==> config.mk <==
export PLATFORM = sky130hd
export DESIGN_NAME = alu
export DESIGN_NICKNAME = d
export VERILOG_FILES = /design/src/source/mips_pkg.sv /design/src/source/alu.sv
export SDC_FILE = /design/constraint.sdc
export NUM_CORES = 1
export LEC_CHECK = 0
export ABC_AREA = 0
export BUFFER_PORTS_ARGS = -buffer_cell sky130_fd_sc_hd__buf_2
export CORE_ASPECT_RATIO = 1.5
export CORE_MARGIN = 2
export CORE_UTILIZATION = 55
export DETAILED_ROUTE_END_ITERATION = 8
export PLACE_DENSITY = 0.89
export SYNTH_ARGS = -nofsm -noshare
export SYNTH_HDL_FRONTEND = slang
export SYNTH_SLANG_ARGS = --single-unit
export TNS_END_PERCENT = 10
==> constraint.sdc <==
create_clock -name vclk -period 6.4
set_input_delay 1.28 -clock vclk [all_inputs]
set_output_delay 1.28 -clock vclk [all_outputs]
set_load 0.03 [all_outputs]
==> src/source/mips_pkg.sv <==
`default_nettype none

package mips_pkg;

    localparam int NUM_REGS   = 32;
    localparam int IMEM_DEPTH = 64;   // Instruction memory words

    typedef logic [31:0] word_t;
    typedef logic [4:0]  reg_addr_t;
    typedef logic [5:0]  imem_addr_t;

    // Opcodes
    localparam logic [5:0] OP_RTYPE = 6'h00;
    localparam logic [5:0] OP_J     = 6'h02;
    localparam logic [5:0] OP_JAL   = 6'h03;
    localparam logic [5:0] OP_ADDIU = 6'h09;
    localparam logic [5:0] OP_SLTI  = 6'h0a;
    localparam logic [5:0] OP_ANDI  = 6'h0c;
    localparam logic [5:0] OP_ORI   = 6'h0d;
    localparam logic [5:0] OP_XORI  = 6'h0e;
    localparam logic [5:0] OP_LUI   = 6'h0f;
    localparam logic [5:0] OP_HALT  = 6'h3f;

    // R-type funct codes
    localparam logic [5:0] FN_SLL  = 6'h00;
    localparam logic [5:0] FN_SRL  = 6'h02;
    localparam logic [5:0] FN_SRA  = 6'h03;
    localparam logic [5:0] FN_ADDU = 6'h21;
    localparam logic [5:0] FN_SUBU = 6'h23;
    localparam logic [5:0] FN_AND  = 6'h24;
    localparam logic [5:0] FN_OR   = 6'h25;
    localparam logic [5:0] FN_XOR  = 6'h26;
    localparam logic [5:0] FN_NOR  = 6'h27;
    localparam logic [5:0] FN_SLT  = 6'h2a;

    typedef enum logic [3:0] {
        ALU_ADD, ALU_SUB, ALU_AND, ALU_OR, ALU_XOR, ALU_NOR,
        ALU_SLT, ALU_SLL, ALU_SRL, ALU_SRA, ALU_LUI, ALU_PASS_LINK
    } alu_op_t;

    typedef struct packed {
        logic    reg_dst;       // rd instead of rt
        logic    alu_src_imm;
        logic    zero_ext;
        logic    use_shamt;
        logic    jump;
        logic    link;          // Write PC+4 to r31
        alu_op_t alu_op;
    } ctrl_ex_t;

    typedef struct packed {
        logic reg_write;
        logic halt;
    } ctrl_wb_t;

    typedef struct packed {
        word_t pc;
        word_t instr;
    } if_id_t;

    typedef struct packed {
        word_t     pc;
        word_t     rs_data;
        word_t     rt_data;
        word_t     imm_ext;
        logic [4:0] shamt;
        reg_addr_t rt;
        reg_addr_t rd;
        ctrl_ex_t  ex;
        ctrl_wb_t  wb;
    } id_ex_t;

    typedef struct packed {
        word_t     result;
        reg_addr_t dest;
        ctrl_wb_t  wb;
    } ex_wb_t;

endpackage

`default_nettype wire
==> src/source/alu.sv <==
`timescale 1ns/10ps
`default_nettype none

module alu (
    input  wire mips_pkg::id_ex_t i_decoded,
    output mips_pkg::ex_wb_t      o_result
);

    mips_pkg::word_t op_a;
    mips_pkg::word_t op_b;
    logic [4:0]      sh_amt;

    assign op_a   = i_decoded.rs_data;
    assign op_b   = i_decoded.ex.alu_src_imm ? i_decoded.imm_ext : i_decoded.rt_data;
    assign sh_amt = i_decoded.ex.use_shamt ? i_decoded.shamt : op_a[4:0];

    always_comb begin
        case (i_decoded.ex.alu_op)
            mips_pkg::ALU_ADD:       o_result.result = op_a + op_b;
            mips_pkg::ALU_SUB:       o_result.result = op_a - op_b;
            mips_pkg::ALU_AND:       o_result.result = op_a & op_b;
            mips_pkg::ALU_OR:        o_result.result = op_a | op_b;
            mips_pkg::ALU_XOR:       o_result.result = op_a ^ op_b;
            mips_pkg::ALU_NOR:       o_result.result = ~(op_a | op_b);
            mips_pkg::ALU_SLT:       o_result.result = {31'd0, $signed(op_a) < $signed(op_b)};
            mips_pkg::ALU_SLL:       o_result.result = op_b << sh_amt;   // Shifts act on rt
            mips_pkg::ALU_SRL:       o_result.result = op_b >> sh_amt;
            mips_pkg::ALU_SRA:       o_result.result = $signed(op_b) >>> sh_amt;
            mips_pkg::ALU_LUI:       o_result.result = {op_b[15:0], 16'h0000};
            mips_pkg::ALU_PASS_LINK: o_result.result = i_decoded.pc + 32'd4;
            default:                 o_result.result = '0;
        endcase
    end

    // Destination register
    always_comb begin
        if (i_decoded.ex.link) begin
            o_result.dest = 5'd31;
        end else if (i_decoded.ex.reg_dst) begin
            o_result.dest = i_decoded.rd;
        end else begin
            o_result.dest = i_decoded.rt;
        end
    end

    assign o_result.wb = i_decoded.wb;

endmodule

`default_nettype wire

# Word-level counts from Yosys, hierarchy flattened
# Index checks and enable logic that the tools add are counted.
[word_totals] memories=0 out_inout_bits=39 register_bits=0 ramBits=0 inputBits=155 romBits=0 latchBits=0 word_cells=28
[classes] n_bitwise=4 addsub=3 mux=5 n_shift=3 n_eq_ne=11 multipliers=0 n_lt_le_gt_ge=1 div=0 n_reduce_logical=1
[op_table] op="$pmux 32 s12" count=1
[op_table] op="$add 32x3->32 const B" count=1
[op_table] op="$add 32x32->32" count=1
[op_table] op="$and 32x32->32" count=1
[op_table] op="$lt 32x32->1" count=1
[op_table] op="$mux 32" count=1
[op_table] op="$not 32->32" count=1
[op_table] op="$or 32x32->32" count=1
[op_table] op="$shl 32x5->32" count=1
[op_table] op="$shr 32x5->32" count=1
[op_table] op="$sshr 32x5->32" count=1
[op_table] op="$sub 32x32->32" count=1
[op_table] op="$xor 32x32->32" count=1
[op_table] op="$eq 4x3->1 const B" count=4
[op_table] op="$eq 4x4->1 const B" count=4
[op_table] op="$mux 5" count=3
[op_table] op="$eq 4x2->1 const B" count=2
[op_table] op="$eq 4x1->1 const B" count=1
[op_table] op="$logic_not 4->1" count=1

# Logic depth before layout (Yosys ltp)
# Gate-level depths: netlist (run 1).
[depth] ltp_word=4 ltp_mapped=15 ltp_nobuf=14

# Worst setup path before layout (run 1)
# No wires, ideal clock.
[synth_timing] path_type="input to output" startpoint="input port i_decoded[10] in the netlist's numbering" endpoint="output port o_result[33] in the netlist's numbering" arrival_time_ps=4709 path_stages=14 n_path_buf=4 path_slack_ps=411 required_time_ps=5120 cell_sequence="buf_6 -> buf_6 -> buf_2 -> mux2i_1 -> ha_1 -> clkbuf_1 -> or3_1 -> nand2b_1 -> a211oi_2 -> o211ai_2 -> o31ai_1 -> a21boi_0 -> xnor2_1 -> o21ai_0"
[synth_lines] item="from (decl)" line_no="alu.sv:5" source="input wire mips_pkg::id_ex_t i_decoded,"
[synth_lines] item="to (decl)" line_no="alu.sv:6" source="output mips_pkg::ex_wb_t o_result"

==> reports/qor_table.md, run 1 <==
| Step | Result | Value |
|---|---|---|
| status | Run status | complete, no violations |
| drt | Via-to-Cell Ratio | 7.11 |
| power | Pwr dens | 120 mW/mm² |
| layout | Post-synthesis to final-layout area growth | 16.3% |
| layout | Area taken by flip-flops and latches | 0 µm² |
| timing | Smallest setup slack after layout | 0.0337 ns |
| layout | Clock tree buffer count of the final layout | 0 |
| timing | Minimum period implied by the final worst setup slack | 6.37 ns |
| global route | Overall routing resource usage | 49.7% |
| logic synthesis | Area share of and/or/nand/nor cells after synthesis | 21.9% |
| drt | Antenna Violating Nets Remaining | 0 |
| logic synthesis | Portion of netlist area occupied by mux cells | 16.2% |
| critical path | Crit path kind | input port to output port |
| worst hold path | Tightest Hold Check Type | input port to output port |
| floorplan | Top-Level Pins | 194 |
| global route | Number of antenna violations at the first check in global routing | 0 |
| logic synthesis | Cell type with the largest total area after synthesis | ha_1 |
| power | Leak Pwr | 5.33 nW |
| timing | Transition time of the tightest slew-check pin | 0.982 ns |
| drt | Routed WL per cell | 26.4 µm |
| logic synthesis | Syn Area/Cell | 6.53 µm² |
| flow run | Number of violations of the max-capacitance limit | 0 |
| floorplan | Die boundary width | 113 µm |
| placement | Placed wire-length estimate after detailed placement | 39700 µm |
| drt | DRC marker count from the first detailed-route iteration | 2052 |
| logic synthesis | Proportion of netlist area held by the largest area contributor | 13.2% |
| layout | Commonest non-fill, non-tap cell in the layout | buf_2 |
| layout | NumNets Final | 1942 |
| logic synthesis | Cells after Synth | 1510 |
| layout | Seq cells | 0 |
| critical path | Setup crit start kind | input port |
| drt | DRC Markers | 0 |
| floorplan | Initial standard-cell utilization of the core | 55.5% |
| floorplan | Row Count | 60 |
| layout | Share of final-layout standard cells stronger than drive strength 1 | 20.3% |
| critical path | Required @ worst endpoint | 5.12 ns |
| layout | Layout fillers | 1709 |
| floorplan | Core area | 0.0178 mm² |
| critical path | Largest driver fanout on the critical path | 13 |
| timing | Final critical-path share of the clock period | 99.5% |
| placement | Placed cell count | 1895 |
| layout | Final cell count without fillers | 1897 |
| logic synthesis | Compound-Gate Fraction of Synth Area | 34.8% |
| logic synthesis | YS warnings | 0 |
| drt | First-pass DRT Iterations | 9 |
| placement | I/O Buffers | 188 |
| power | Maximum vdd ir drop | 80.3 µV |
| logic synthesis | Sequential area share after synthesis | 0% |
| timing | Worst Hold Margin | 2.56 ns |
| drt | Count of vias placed by the detailed router | 13496 |
| logic synthesis | Synth Net Count | 1771 |
| timing | Count of final setup violators | 0 |
| placement | Gp weighted congestion | 1.22 |
| global route | Overall overflow remaining after global route | 0 |
| timing | Max Fclk | 157 MHz |
| global route | Largest net degree at the start of global routing | 64 |
| timing | Number of endpoints with negative hold slack in the final report | 0 |
| layout | Commonest non-fill, non-tap cells in the layout | 188 x buf_2, 157 x a21oi_1, 147 x nor2_1 |
| clocking | Count of hold-fix buffers inserted at cts | 0 |
| floorplan | Die Area | 0.0190 mm² |
| logic synthesis | Distinct cell type count after synthesis | 81 |
| global route | Via count of the first global-routing pass | 12401 |
| global route | Wire length of the first global-routing pass | 72800 µm |
| critical path | Data arrival at the endpoint of the critical path | 5.09 ns |
| timing | Max-slew violations | 0 |
| logic synthesis | Largest family of logic cells by synthesized area | compound AO/OA/AOI/OAI gates |
| floorplan | Vertical die dimension | 168 µm |
| timing | Total Negative Setup Slacks | 0 ns |
| timing | RSZ-0062 raised after global routing | true |
| logic synthesis | Synthesized area | 0.00987 mm² |
| critical path | Crit path capture type | output port |
| timing | Worst relative slew slack | 34.5% |
| logic synthesis | Dominant cells by area after synthesis | ha_1 13%, mux2i_1 13%, a21oi_1 8.0% |
| logic synthesis | Post-Synth XOR/XNOR Area | 4.71% |
| placement | Setup slack after placement | -0.0495 ns |
| drt | Final Routed Wirelength | 50000 µm |
| logic synthesis | Post-Synth Adder-Cell Area | 13.6% |
metal layers:
| layer | wire length, µm | up-vias | GRT usage, % |
|---|---|---|---|
| met5 | 0 | - | 0 |
| met4 | 6170 | 0 | 45.2 |
| met3 | 5840 | 366 | 11.7 |
| met2 | 21500 | 1079 | 78.1 |
| met1 | 16500 | 6107 | 54.9 |
| li1 | - | 5944 | - |
worst max-delay path: stages:
cell      delay [ns]
buf_2           0.13
buf_12          0.18
mux2i_1         0.22
buf_4           0.20
ha_1            0.31
buf_4           0.17
inv_1           0.12
o221ai_1        0.25
a211oi_2        0.42
a221oi_4        0.17
o2111a_1        0.31
or2_2           0.33
o311a_1         0.35
nor4_2          0.21
o311ai_1        0.19
buf_2           0.22
final timing paths:
| kind | start | depth (start not counted) | slack (ns) | to |
|---|---|---|---|---|
| max | i_decoded[10] | 16 | 0.03 | o_result[36] |
| min | i_decoded[0] | 0 | 2.56 | o_result[0] |
logic make-up after synthesis:
| logic type | Yosys count |
|---|---|
| AOI/OAI and AO/OA | 519 |
| xor gates and xnor gates | 53 |
| adders and majority gates | 106 |
| buffers and inverters | 215 |
| muxes | 153 |
| and+or+nand+nor | 464 |
stage by stage:
| stage | power [mW] | utilization (%) | area [µm²] |
|---|---|---|---|
| global placement | 1.29 | 64.2 | 11400 |
| CTS | 1.30 | 64.2 | 11400 |
| floorplan | 0.837 | - | 9870 |
| detailed placement | 1.30 | 64.2 | 11400 |
| finish | 1.38 | 64.5 | 11500 |
| global route | 1.44 | 64.5 | 11500 |
cell type report:
type | instances | area [µm²] | share of cell area, %
Multi-Input combinational cell | 1295 | 9080 | 79.1
Timing Repair Buffer | 286 | 1750 | 15.3
Inverter | 98 | 368 | 3.21
Tap cell | 217 | 272 | 2.37
Antenna cell | 1 | 2.50 | 0.0218
where the power goes:
part | switching, mW | internal (mW)
clock network | 0 | 0.0000000109
registers | 0 | 0
logic | 0.898 | 0.481
cells in the mapped netlist (5+ instances only):
master and count:
a211o_1 6, a211oi_1 24, a21o_1 16, a21oi_1 157, a221oi_1 22, a22oi_1 16, a311oi_1 6, a31oi_1 13
and2_1 8, and3_1 9, and4_1 5, buf_1 11, buf_2 24, clkbuf_1 75, ha_1 104, inv_1 98
mux2_2 18, mux2i_1 129, nand2_1 116, nand2b_1 14, nand3_1 52, nand4_1 21, nor2_1 147, nor2b_1 19
nor3_1 45, nor4_1 6, o2111ai_1 8, o211ai_1 33, o21a_1 7, o21ai_0 93, o21ai_1 6, o21bai_1 13
o221ai_1 21, o22ai_1 16, o311ai_0 6, o31ai_1 8, or2_2 6, or3_1 7, xnor2_1 35, xor2_1 18
timing repair:
action | CTS | global route
gates resized for setup | 1 | 7
pin swaps | 0 | 1
buffers inserted | 0 | 1
cloned | 0 | 0
endpoints found under the setup margin | 2 | 8
Note: power is estimated with default switching activity, not from simulation.
==> run 2, diff against run 1 <==
- CORE_UTILIZATION: 55 -> 60
- PLACE_DENSITY: 0.89 -> 0.95
==> run 2 against run 1 <==
The run now fails in global routing (5_1_grt). Synthesized area stayed put. Synthesized cell count stayed put.
==> reports/qor_table.md, run 2 <==
| Step | Result | Value | Delta |
|---|---|---|---|
| global route | Overall overflow remaining after global route | 6 |  |
| status | Stop Error | [ERROR GRT-0116] Global routing finished with congestion. Check the congestion regions in the DRC Viewer. |  |
| floorplan | Vertical die dimension | 161 µm | -4.2% |
| logic synthesis | Cell type with the largest total area after synthesis | ha_1 |  |
| placement | Placed cell count | 1859 | -1.9% |
| clocking | Number of post-CTS setup repair buffers | 0 | unchanged |
| status | Stage where the flow stopped | global routing (5_1_grt) |  |
| global route | Overall routing resource usage | 58.4% |  |
| logic synthesis | Dominant cells by area after synthesis | ha_1 13%, mux2i_1 13%, a21oi_1 8.0% |  |
| clocking | Number of gates resized after CTS | 0 | -1 |
| placement | I/O Buffers | 188 | unchanged |
| logic synthesis | Sequential area share after synthesis | 0% | unchanged |
| global route | Via count of the first global-routing pass | 13921 |  |
| status | Run status | stopped before the end |  |
| floorplan | Initial standard-cell utilization of the core | 61.2% | +5.8 points |
| logic synthesis | Top cell types by occurrence after synthesis | 157 x a21oi_1, 147 x nor2_1, 129 x mux2i_1 |  |
| floorplan | Row Count | 57 | -5.0% |
| logic synthesis | Distinct cell type count after synthesis | 81 | unchanged |
| logic synthesis | Synthesized area | 0.00987 mm² | unchanged |
| clocking | Count of hold-fix buffers inserted at cts | 0 | unchanged |
| floorplan | Die boundary width | 109 µm | -4.1% |
| logic synthesis | Cells after Synth | 1510 | unchanged |
| placement | Placed wire-length estimate after detailed placement | 36300 µm | -8.5% |
| logic synthesis | YS warnings | 0 | unchanged |
| logic synthesis | Proportion of netlist area held by the largest area contributor | 13.2% | unchanged |
| logic synthesis | Most frequent cell after synthesis | a21oi_1 |  |
| global route | Wire length of the first global-routing pass | 78300 µm |  |
| global route | Largest net degree at the start of global routing | 46 |  |
| logic synthesis | Syn Area/Cell | 6.53 µm² | unchanged |
| floorplan | Top-Level Pins | 194 | unchanged |
| logic synthesis | Synth Net Count | 1771 | unchanged |
| placement | Gp weighted congestion | 1.32 | +8.2% |
run 2: cell counts after synthesis:
Identical to the previous run, type by type.
run 2: routing by layer:
metal,global-route usage (%),GRT overflow
met5,10.4,0
met4,54.2,4
met3,40.4,0
met2,77.1,2
met1,58.8,0
run 2: kinds of logic after synthesis:
group           synth area share [%]
simple gates                    21.9
buf+inv                         8.90
fa+ha+maj                       13.6
compound gates                  34.8
xor+xnor                        4.71
mux                             16.2
run 2: metrics by stage:
step / cell area (µm²) / worst slack (ns)
2_1_floorplan: 9870 / 0.411
3_3_place_gp: 11200 / 0.110
3_5_place_dp: 11200 / 0.0528
4_1_cts: 11200 / 0.0435
==> run 3, diff against run 2 <==
- CORE_ASPECT_RATIO: 1.5 -> unset
- CORE_UTILIZATION: 60 -> 40
- PLACE_DENSITY: 0.95 -> unset
- PLACE_DENSITY_LB_ADDON: unset -> 0.15
==> run 3 against run 2 <==
The run now ends clean.
==> reports/qor_table.md, run 3 (synthesized netlist as in run 1, its figures left out) <==
| Step | Result | Value | Delta |
|---|---|---|---|
| worst hold path | Number of stages on the worst hold path | 0 |  |
| placement | Gp weighted congestion | 1.09 | -17% |
| drt | Final Routed Wirelength | 52800 µm |  |
| drt | First-pass DRT Iterations | 6 |  |
| drt | Routed length on met1 | 20900 µm |  |
| floorplan | Core area | 0.0242 mm² |  |
| global route | Wire length of the first global-routing pass | 76300 µm |  |
| layout | Commonest non-fill, non-tap cells in the layout | 186 x buf_2, 156 x a21oi_1, 147 x nor2_1 |  |
| drt | Met2 Routed Length | 22500 µm |  |
| placement | I/O Buffers | 188 | unchanged |
| layout | Seq cells | 0 |  |
| timing | Total Negative Setup Slacks | 0 ns |  |
| floorplan | Die Area | 0.0259 mm² |  |
| critical path | Worst path slowest cell | a221oi_2 |  |
| worst hold path | Startpoint of the most critical hold path | i_decoded[0] |  |
| global route | Number of antenna violations at the first check in global routing | 0 |  |
| floorplan | Die boundary width | 161 µm | +48% |
| timing | Transition time of the tightest slew-check pin | 1.12 ns |  |
| layout | Commonest non-fill, non-tap cell in the layout | buf_2 |  |
| timing | Worst relative slew slack | 25.1% |  |
| layout | Area taken by flip-flops and latches | 0 µm² |  |
| power | Net switching component of the power | 0.918 mW |  |
| critical path | Most used cell, CP | buf_4 |  |
| status | Run status | complete, no violations |  |
| global route | Via count of the first global-routing pass | 12113 |  |
| worst hold path | Hold-critical path endpoint | o_result[0] |  |
| power | Share of power burned in combinational logic | 100.0% |  |
| power | Leak Pwr | 5.54 nW |  |
| layout | Share of final-layout standard cells stronger than drive strength 1 | 22.9% |  |
| timing | Minimum period implied by the final worst setup slack | 6.36 ns |  |
| timing | Max-slew violations | 0 |  |
| critical path | Data arrival at the endpoint of the critical path | 5.08 ns |  |
| critical path | Max incr delay on CP | 0.49 ns |  |
| critical path | Largest driver fanout on the critical path | 10 |  |
| power | Pwr dens | 120 mW/mm² |  |
| global route | Largest net degree at the start of global routing | 56 |  |
| critical path | Required @ worst endpoint | 5.12 ns |  |
| timing | RSZ-0062 raised after global routing | true |  |
| drt | Routed WL per cell | 25.8 µm |  |
| power | Clock network fraction of design power | 0% |  |
| drt | DRC Markers | 0 |  |
| critical path | Crit path kind | input port to output port |  |
| timing | Number of endpoints with negative hold slack in the final report | 0 |  |
| critical path | Setup crit start kind | input port |  |
| worst hold path | Tightest Hold Check Type | input port to output port |  |
| global route | Overall overflow remaining after global route | 0 |  |
| timing | Count of final setup violators | 0 |  |
| floorplan | Vertical die dimension | 161 µm | unchanged |
| power | Maximum vdd ir drop | 61.4 µV |  |
| placement | Placed wire-length estimate after detailed placement | 43100 µm | +19% |
| drt | Count of vias placed by the detailed router | 13225 |  |
| power | Pint | 0.517 mW |  |
| floorplan | Row Count | 57 | unchanged |
| layout | Final antenna diode count | 0 |  |
| drt | Met3 wirelength from detailed routing | 5100 µm |  |
| layout | Clock tree buffer count of the final layout | 0 |  |
| layout | Final Util | 49.3% |  |
| drt | DRC marker count from the first detailed-route iteration | 1593 |  |
| layout | NumNets Final | 1987 |  |
| power | Total power | 1.44 mW |  |
| drt | Antenna Violating Nets Remaining | 0 |  |
| global route | Overall routing resource usage | 38.4% |  |
| drt | Highest signal layer in the routed design | met4 |  |
| critical path | Critical path, cell by cell | buf_2 -> buf_12 -> buf_4 -> mux2i_1 -> buf_4 -> ha_2 -> nor2b_1 -> o21ai_0 -> nand3_1 -> a221oi_2 -> buf_4 -> o21ai_1 -> a221oi_1 -> a22oi_1 -> xor2_1 -> o211ai_1 -> buf_4 |  |
| flow run | Number of violations of the max-capacitance limit | 0 |  |
| power | Part of the total power dissipated in sequential elements | 0% |  |
| timing | Final critical-path share of the clock period | 99.4% |  |
| layout | Layout fillers | 2581 |  |
| floorplan | Top-Level Pins | 194 | unchanged |
| drt | Via-to-Cell Ratio | 6.46 |  |
| critical path | Crit path capture type | output port |  |
| floorplan | Initial standard-cell utilization of the core | 40.7% | -21 points |
| layout | Post-synthesis to final-layout area growth | 21.3% |  |
| power | Share of total power consumed by net switching | 63.9% |  |
| timing | Max Fclk | 157 MHz |  |
-- run 3: power by group through the flow --
stage | Sequential (mW) | Combinational, mW | Clock (mW)
after global routing | 0 | 1.51 | 0
after detailed placement | 0 | 1.37 | 0
after floorplan | 0 | 0.837 | 0
final | 0 | 1.44 | 0
after CTS | 0 | 1.38 | 0
after global placement | 0 | 1.37 | 0
-- run 3: what timing repair did --
action,in CTS,in global routing
hold buffers,0,0
gates resized for setup,0,20
setup buffers,0,2
endpoints found under the setup margin,0,10
-- run 3: worst max-delay path by stage --
stage	depth (start not counted)	from	end	slack, ns
finish	17	i_decoded[10]	o_result[34]	0.04
global route	17	i_decoded[10]	o_result[34]	-0.03
CTS	16	i_decoded[10]	o_result[38]	0.06
detailed placement	16	i_decoded[10]	o_result[38]	0.07
global placement	16	i_decoded[10]	o_result[38]	0.06
floorplan	14	i_decoded[10]	o_result[33]	0.41
-- run 3: routing by layer --
metal | up-vias | global-route usage [%]
met5 | - | 0
li1 | 6007 | -
met4 | 0 | 23.3
met1 | 6120 | 50.2
met3 | 202 | 4.47
met2 | 896 | 60.5
-- run 3: area by class of cell --
| class | count | area (µm²) | share of cell area (%) |
|---|---|---|---|
| tap | 324 | 405 | 3.39 |
| multi-input combinational | 1295 | 9090 | 76.0 |
| timing repair buffer | 331 | 2100 | 17.6 |
| inverter | 98 | 368 | 3.07 |
-- run 3: critical path: cells and delay by family --
family                   cells  cell delay (ns)
adder cells (fa/ha/maj)      1             0.45
buffers and inverters        6             1.08
multiplexers                 1             0.11
XOR/XNOR                     1             0.19
AO/OA/AOI/OAI                6             1.72
AND/OR/NAND/NOR              2             0.24
-- run 3: through the flow --
| step | hold WS (ns) | instance area, µm² | setup WS [ns] | instances |
|---|---|---|---|---|
| after floorplan | 2.69 | 9870 | 0.411 | 1510 |
| after global placement | 2.56 | 11900 | 0.0591 | 2046 |
| after detailed placement | 2.56 | 11900 | 0.0685 | 2046 |
| after CTS | 2.56 | 11900 | 0.0576 | 2046 |
| after global routing | 2.56 | 12000 | -0.0290 | 2048 |
| final | 2.56 | 12000 | 0.0388 | 2048 |
==> run 4, diff against run 3 <==
- BUFFER_PORTS_ARGS: -buffer_cell sky130_fd_sc_hd__buf_2 -> -buffer_cell sky130_fd_sc_hd__buf_4
==> run 4 against run 3 <==
Die area stayed put. Critical path type unchanged. Critical path depth is 2 lower. First-iteration DRC count is 10% higher. Via count is 0.57% lower. Final area is 4.1% higher. Flip-flop and latch count stayed put. Setup slack worse by 0.014 ns. Cell count is 0.29% higher.
==> reports/qor_table.md, run 4 (synthesized netlist as in run 1, its figures left out) <==
| Step | Result | Value | Delta |
|---|---|---|---|
| status | Run status | complete, no violations |  |
| drt | DRC Markers | 0 | unchanged |
| drt | DRC marker count from the first detailed-route iteration | 1755 | +10% |
| timing | Max-slew violations | 0 | unchanged |
| timing | Total Negative Setup Slacks | 0 ns | unchanged |
| critical path | Data arrival at the endpoint of the critical path | 5.09 ns | about the same |
| critical path | Required @ worst endpoint | 5.12 ns | about the same |
| global route | Via count of the first global-routing pass | 12114 | +0.0083% |
| drt | First-pass DRT Iterations | 8 | +2 |
| critical path | Crit path capture type | output port |  |
| clocking | Count of hold-fix buffers inserted at cts | 0 | unchanged |
| layout | Commonest non-fill, non-tap cell in the layout | buf_4 |  |
| timing | RSZ-0062 raised after global routing | true |  |
| global route | Number of antenna violations at the first check in global routing | 0 | unchanged |
| placement | I/O Buffers | 188 | unchanged |
| power | Leak Pwr | 5.72 nW | +3.2% |
| critical path | Largest driver fanout on the critical path | 11 | +1 |
| layout | Layout fillers | 2549 | -1.2% |
| floorplan | Initial standard-cell utilization of the core | 40.7% | unchanged |
| layout | Post-synthesis to final-layout area growth | 26.2% |  |
| power | Pwr dens | 120 mW/mm² | -0.25% |
| layout | Area taken by flip-flops and latches | 0 µm² | unchanged |
| layout | Final cell count without fillers | 2054 | +0.29% |
| floorplan | Core area | 0.0242 mm² | unchanged |
| floorplan | Die Area | 0.0259 mm² | unchanged |
| layout | Clock tree buffer count of the final layout | 0 | unchanged |
| placement | Setup slack after placement | -0.00555 ns | -0.0740 ns |
| global route | Largest net degree at the start of global routing | 55 | -1.8% |
| layout | Seq cells | 0 | unchanged |
| critical path | Crit path kind | input port to output port |  |
| floorplan | Top-Level Pins | 194 | unchanged |
| global route | Overall overflow remaining after global route | 0 | unchanged |
| worst hold path | Tightest Hold Check Type | input port to output port |  |
| layout | Share of final-layout standard cells stronger than drive strength 1 | 22.8% | about the same |
| drt | Routed WL per cell | 26.2 µm | +1.6% |
| layout | Final antenna diode count | 0 | unchanged |
| drt | Via-to-Cell Ratio | 6.40 | -0.87% |
| timing | Minimum period implied by the final worst setup slack | 6.37 ns | +0.0137 ns |
| critical path | Setup crit start kind | input port |  |
| layout | NumNets Final | 1993 | +0.30% |
| power | Total power | 1.49 mW | +3.8% |
| drt | Final Routed Wirelength | 53700 µm | +1.9% |
| power | Maximum vdd ir drop | 67.9 µV | +11% |
| drt | Highest signal layer in the routed design | met4 |  |
| timing | Number of endpoints with negative hold slack in the final report | 0 | unchanged |
| drt | Routed length on met1 | 21400 µm | +2.5% |
| drt | Antenna Violating Nets Remaining | 0 | unchanged |
| drt | Met3 wirelength from detailed routing | 5270 µm | +3.4% |
| flow run | Number of violations of the max-capacitance limit | 0 | unchanged |
| floorplan | Row Count | 57 | unchanged |
| floorplan | Die boundary width | 161 µm | unchanged |
| drt | Count of vias placed by the detailed router | 13149 | -0.57% |
| layout | Commonest non-fill, non-tap cells in the layout | 331 x buf_4, 156 x a21oi_1, 147 x nor2_1 |  |
| timing | Transition time of the tightest slew-check pin | 0.941 ns | -0.182 ns |
| timing | Max Fclk | 157 MHz | -0.22% |
| timing | Count of final setup violators | 0 | unchanged |
| global route | Wire length of the first global-routing pass | 78000 µm | +2.2% |
| timing | Smallest setup slack after layout | 0.0251 ns | -0.0137 ns |
| floorplan | Vertical die dimension | 161 µm | unchanged |
| timing | Worst Hold Margin | 2.56 ns | unchanged |
| placement | Gp weighted congestion | 1.04 | -4.5% |
| placement | Placed wire-length estimate after detailed placement | 44100 µm | +2.3% |
| placement | Placed cell count | 2053 | +0.34% |
| timing | Worst relative slew slack | 37.1% | +12 points |
| global route | Overall routing resource usage | 39.4% | +1.0 points |
| drt | Met2 Routed Length | 23200 µm | +3.0% |
| timing | Final critical-path share of the clock period | 99.6% | +0.21 points |
run 4: cell count changes in the layout (fill, tap and decap cells not counted), moves of 2 or more:
cell	before	now
mux2i_2	6	3
buf_2	186	0
buf_4	137	331
buf_12	6	4
mux2i_1	124	126
run 4: where the power goes:
part,leakage (nW),total (mW),internal (mW),switching (mW)
Sequential,0,0,0,0
Clock,0,0,0,0
Combinational,5.72,1.49,0.566,0.924
Total,5.72,1.49,0.566,0.924
run 4: worst paths after layout:
| check | from | end | slack, ns | depth (start not counted) |
|---|---|---|---|---|
| min | i_decoded[0] | o_result[0] | 2.56 | 0 |
| max | i_decoded[10] | o_result[36] | 0.03 | 15 |
run 4: cell type report:
cell class | count | area [µm²] | area share, %
well taps | 324 | 405 | 3.26
multi-input cells | 1295 | 9090 | 73.0
inverters | 98 | 368 | 2.95
repair buffers | 337 | 2590 | 20.8
run 4: layer usage:
layer	global-route usage, %	up-vias
met5	0	-
met4	22.2	0
met3	5.06	159
met2	62.3	847
met1	51.8	6112
li1	-	6031
run 4: repair_timing:
item,in CTS,in global routing
endpoints found under the setup margin,2,12
pin swaps,0,6
buffers inserted,0,1
gates resized for setup,2,13
run 4: stage by stage:
step	util [%]	area [µm²]
final	51.3	12500
after global placement	51.1	12400
after floorplan	-	9870
after global routing	51.3	12500
after detailed placement	51.1	12400
after CTS	51.1	12400
run 4: critical path, cell delays in order:
cell and delay [ns]:
buf_6 0.22, buf_4 0.18, mux2i_1 0.19, buf_4 0.21, ha_1 0.34, nor2_1 0.12
o221ai_1 0.23, a211oi_2 0.43, a221oi_4 0.17, o2111a_1 0.29, or2_2 0.35, o311a_1 0.37
nor4_2 0.28, o311ai_1 0.20, buf_4 0.22
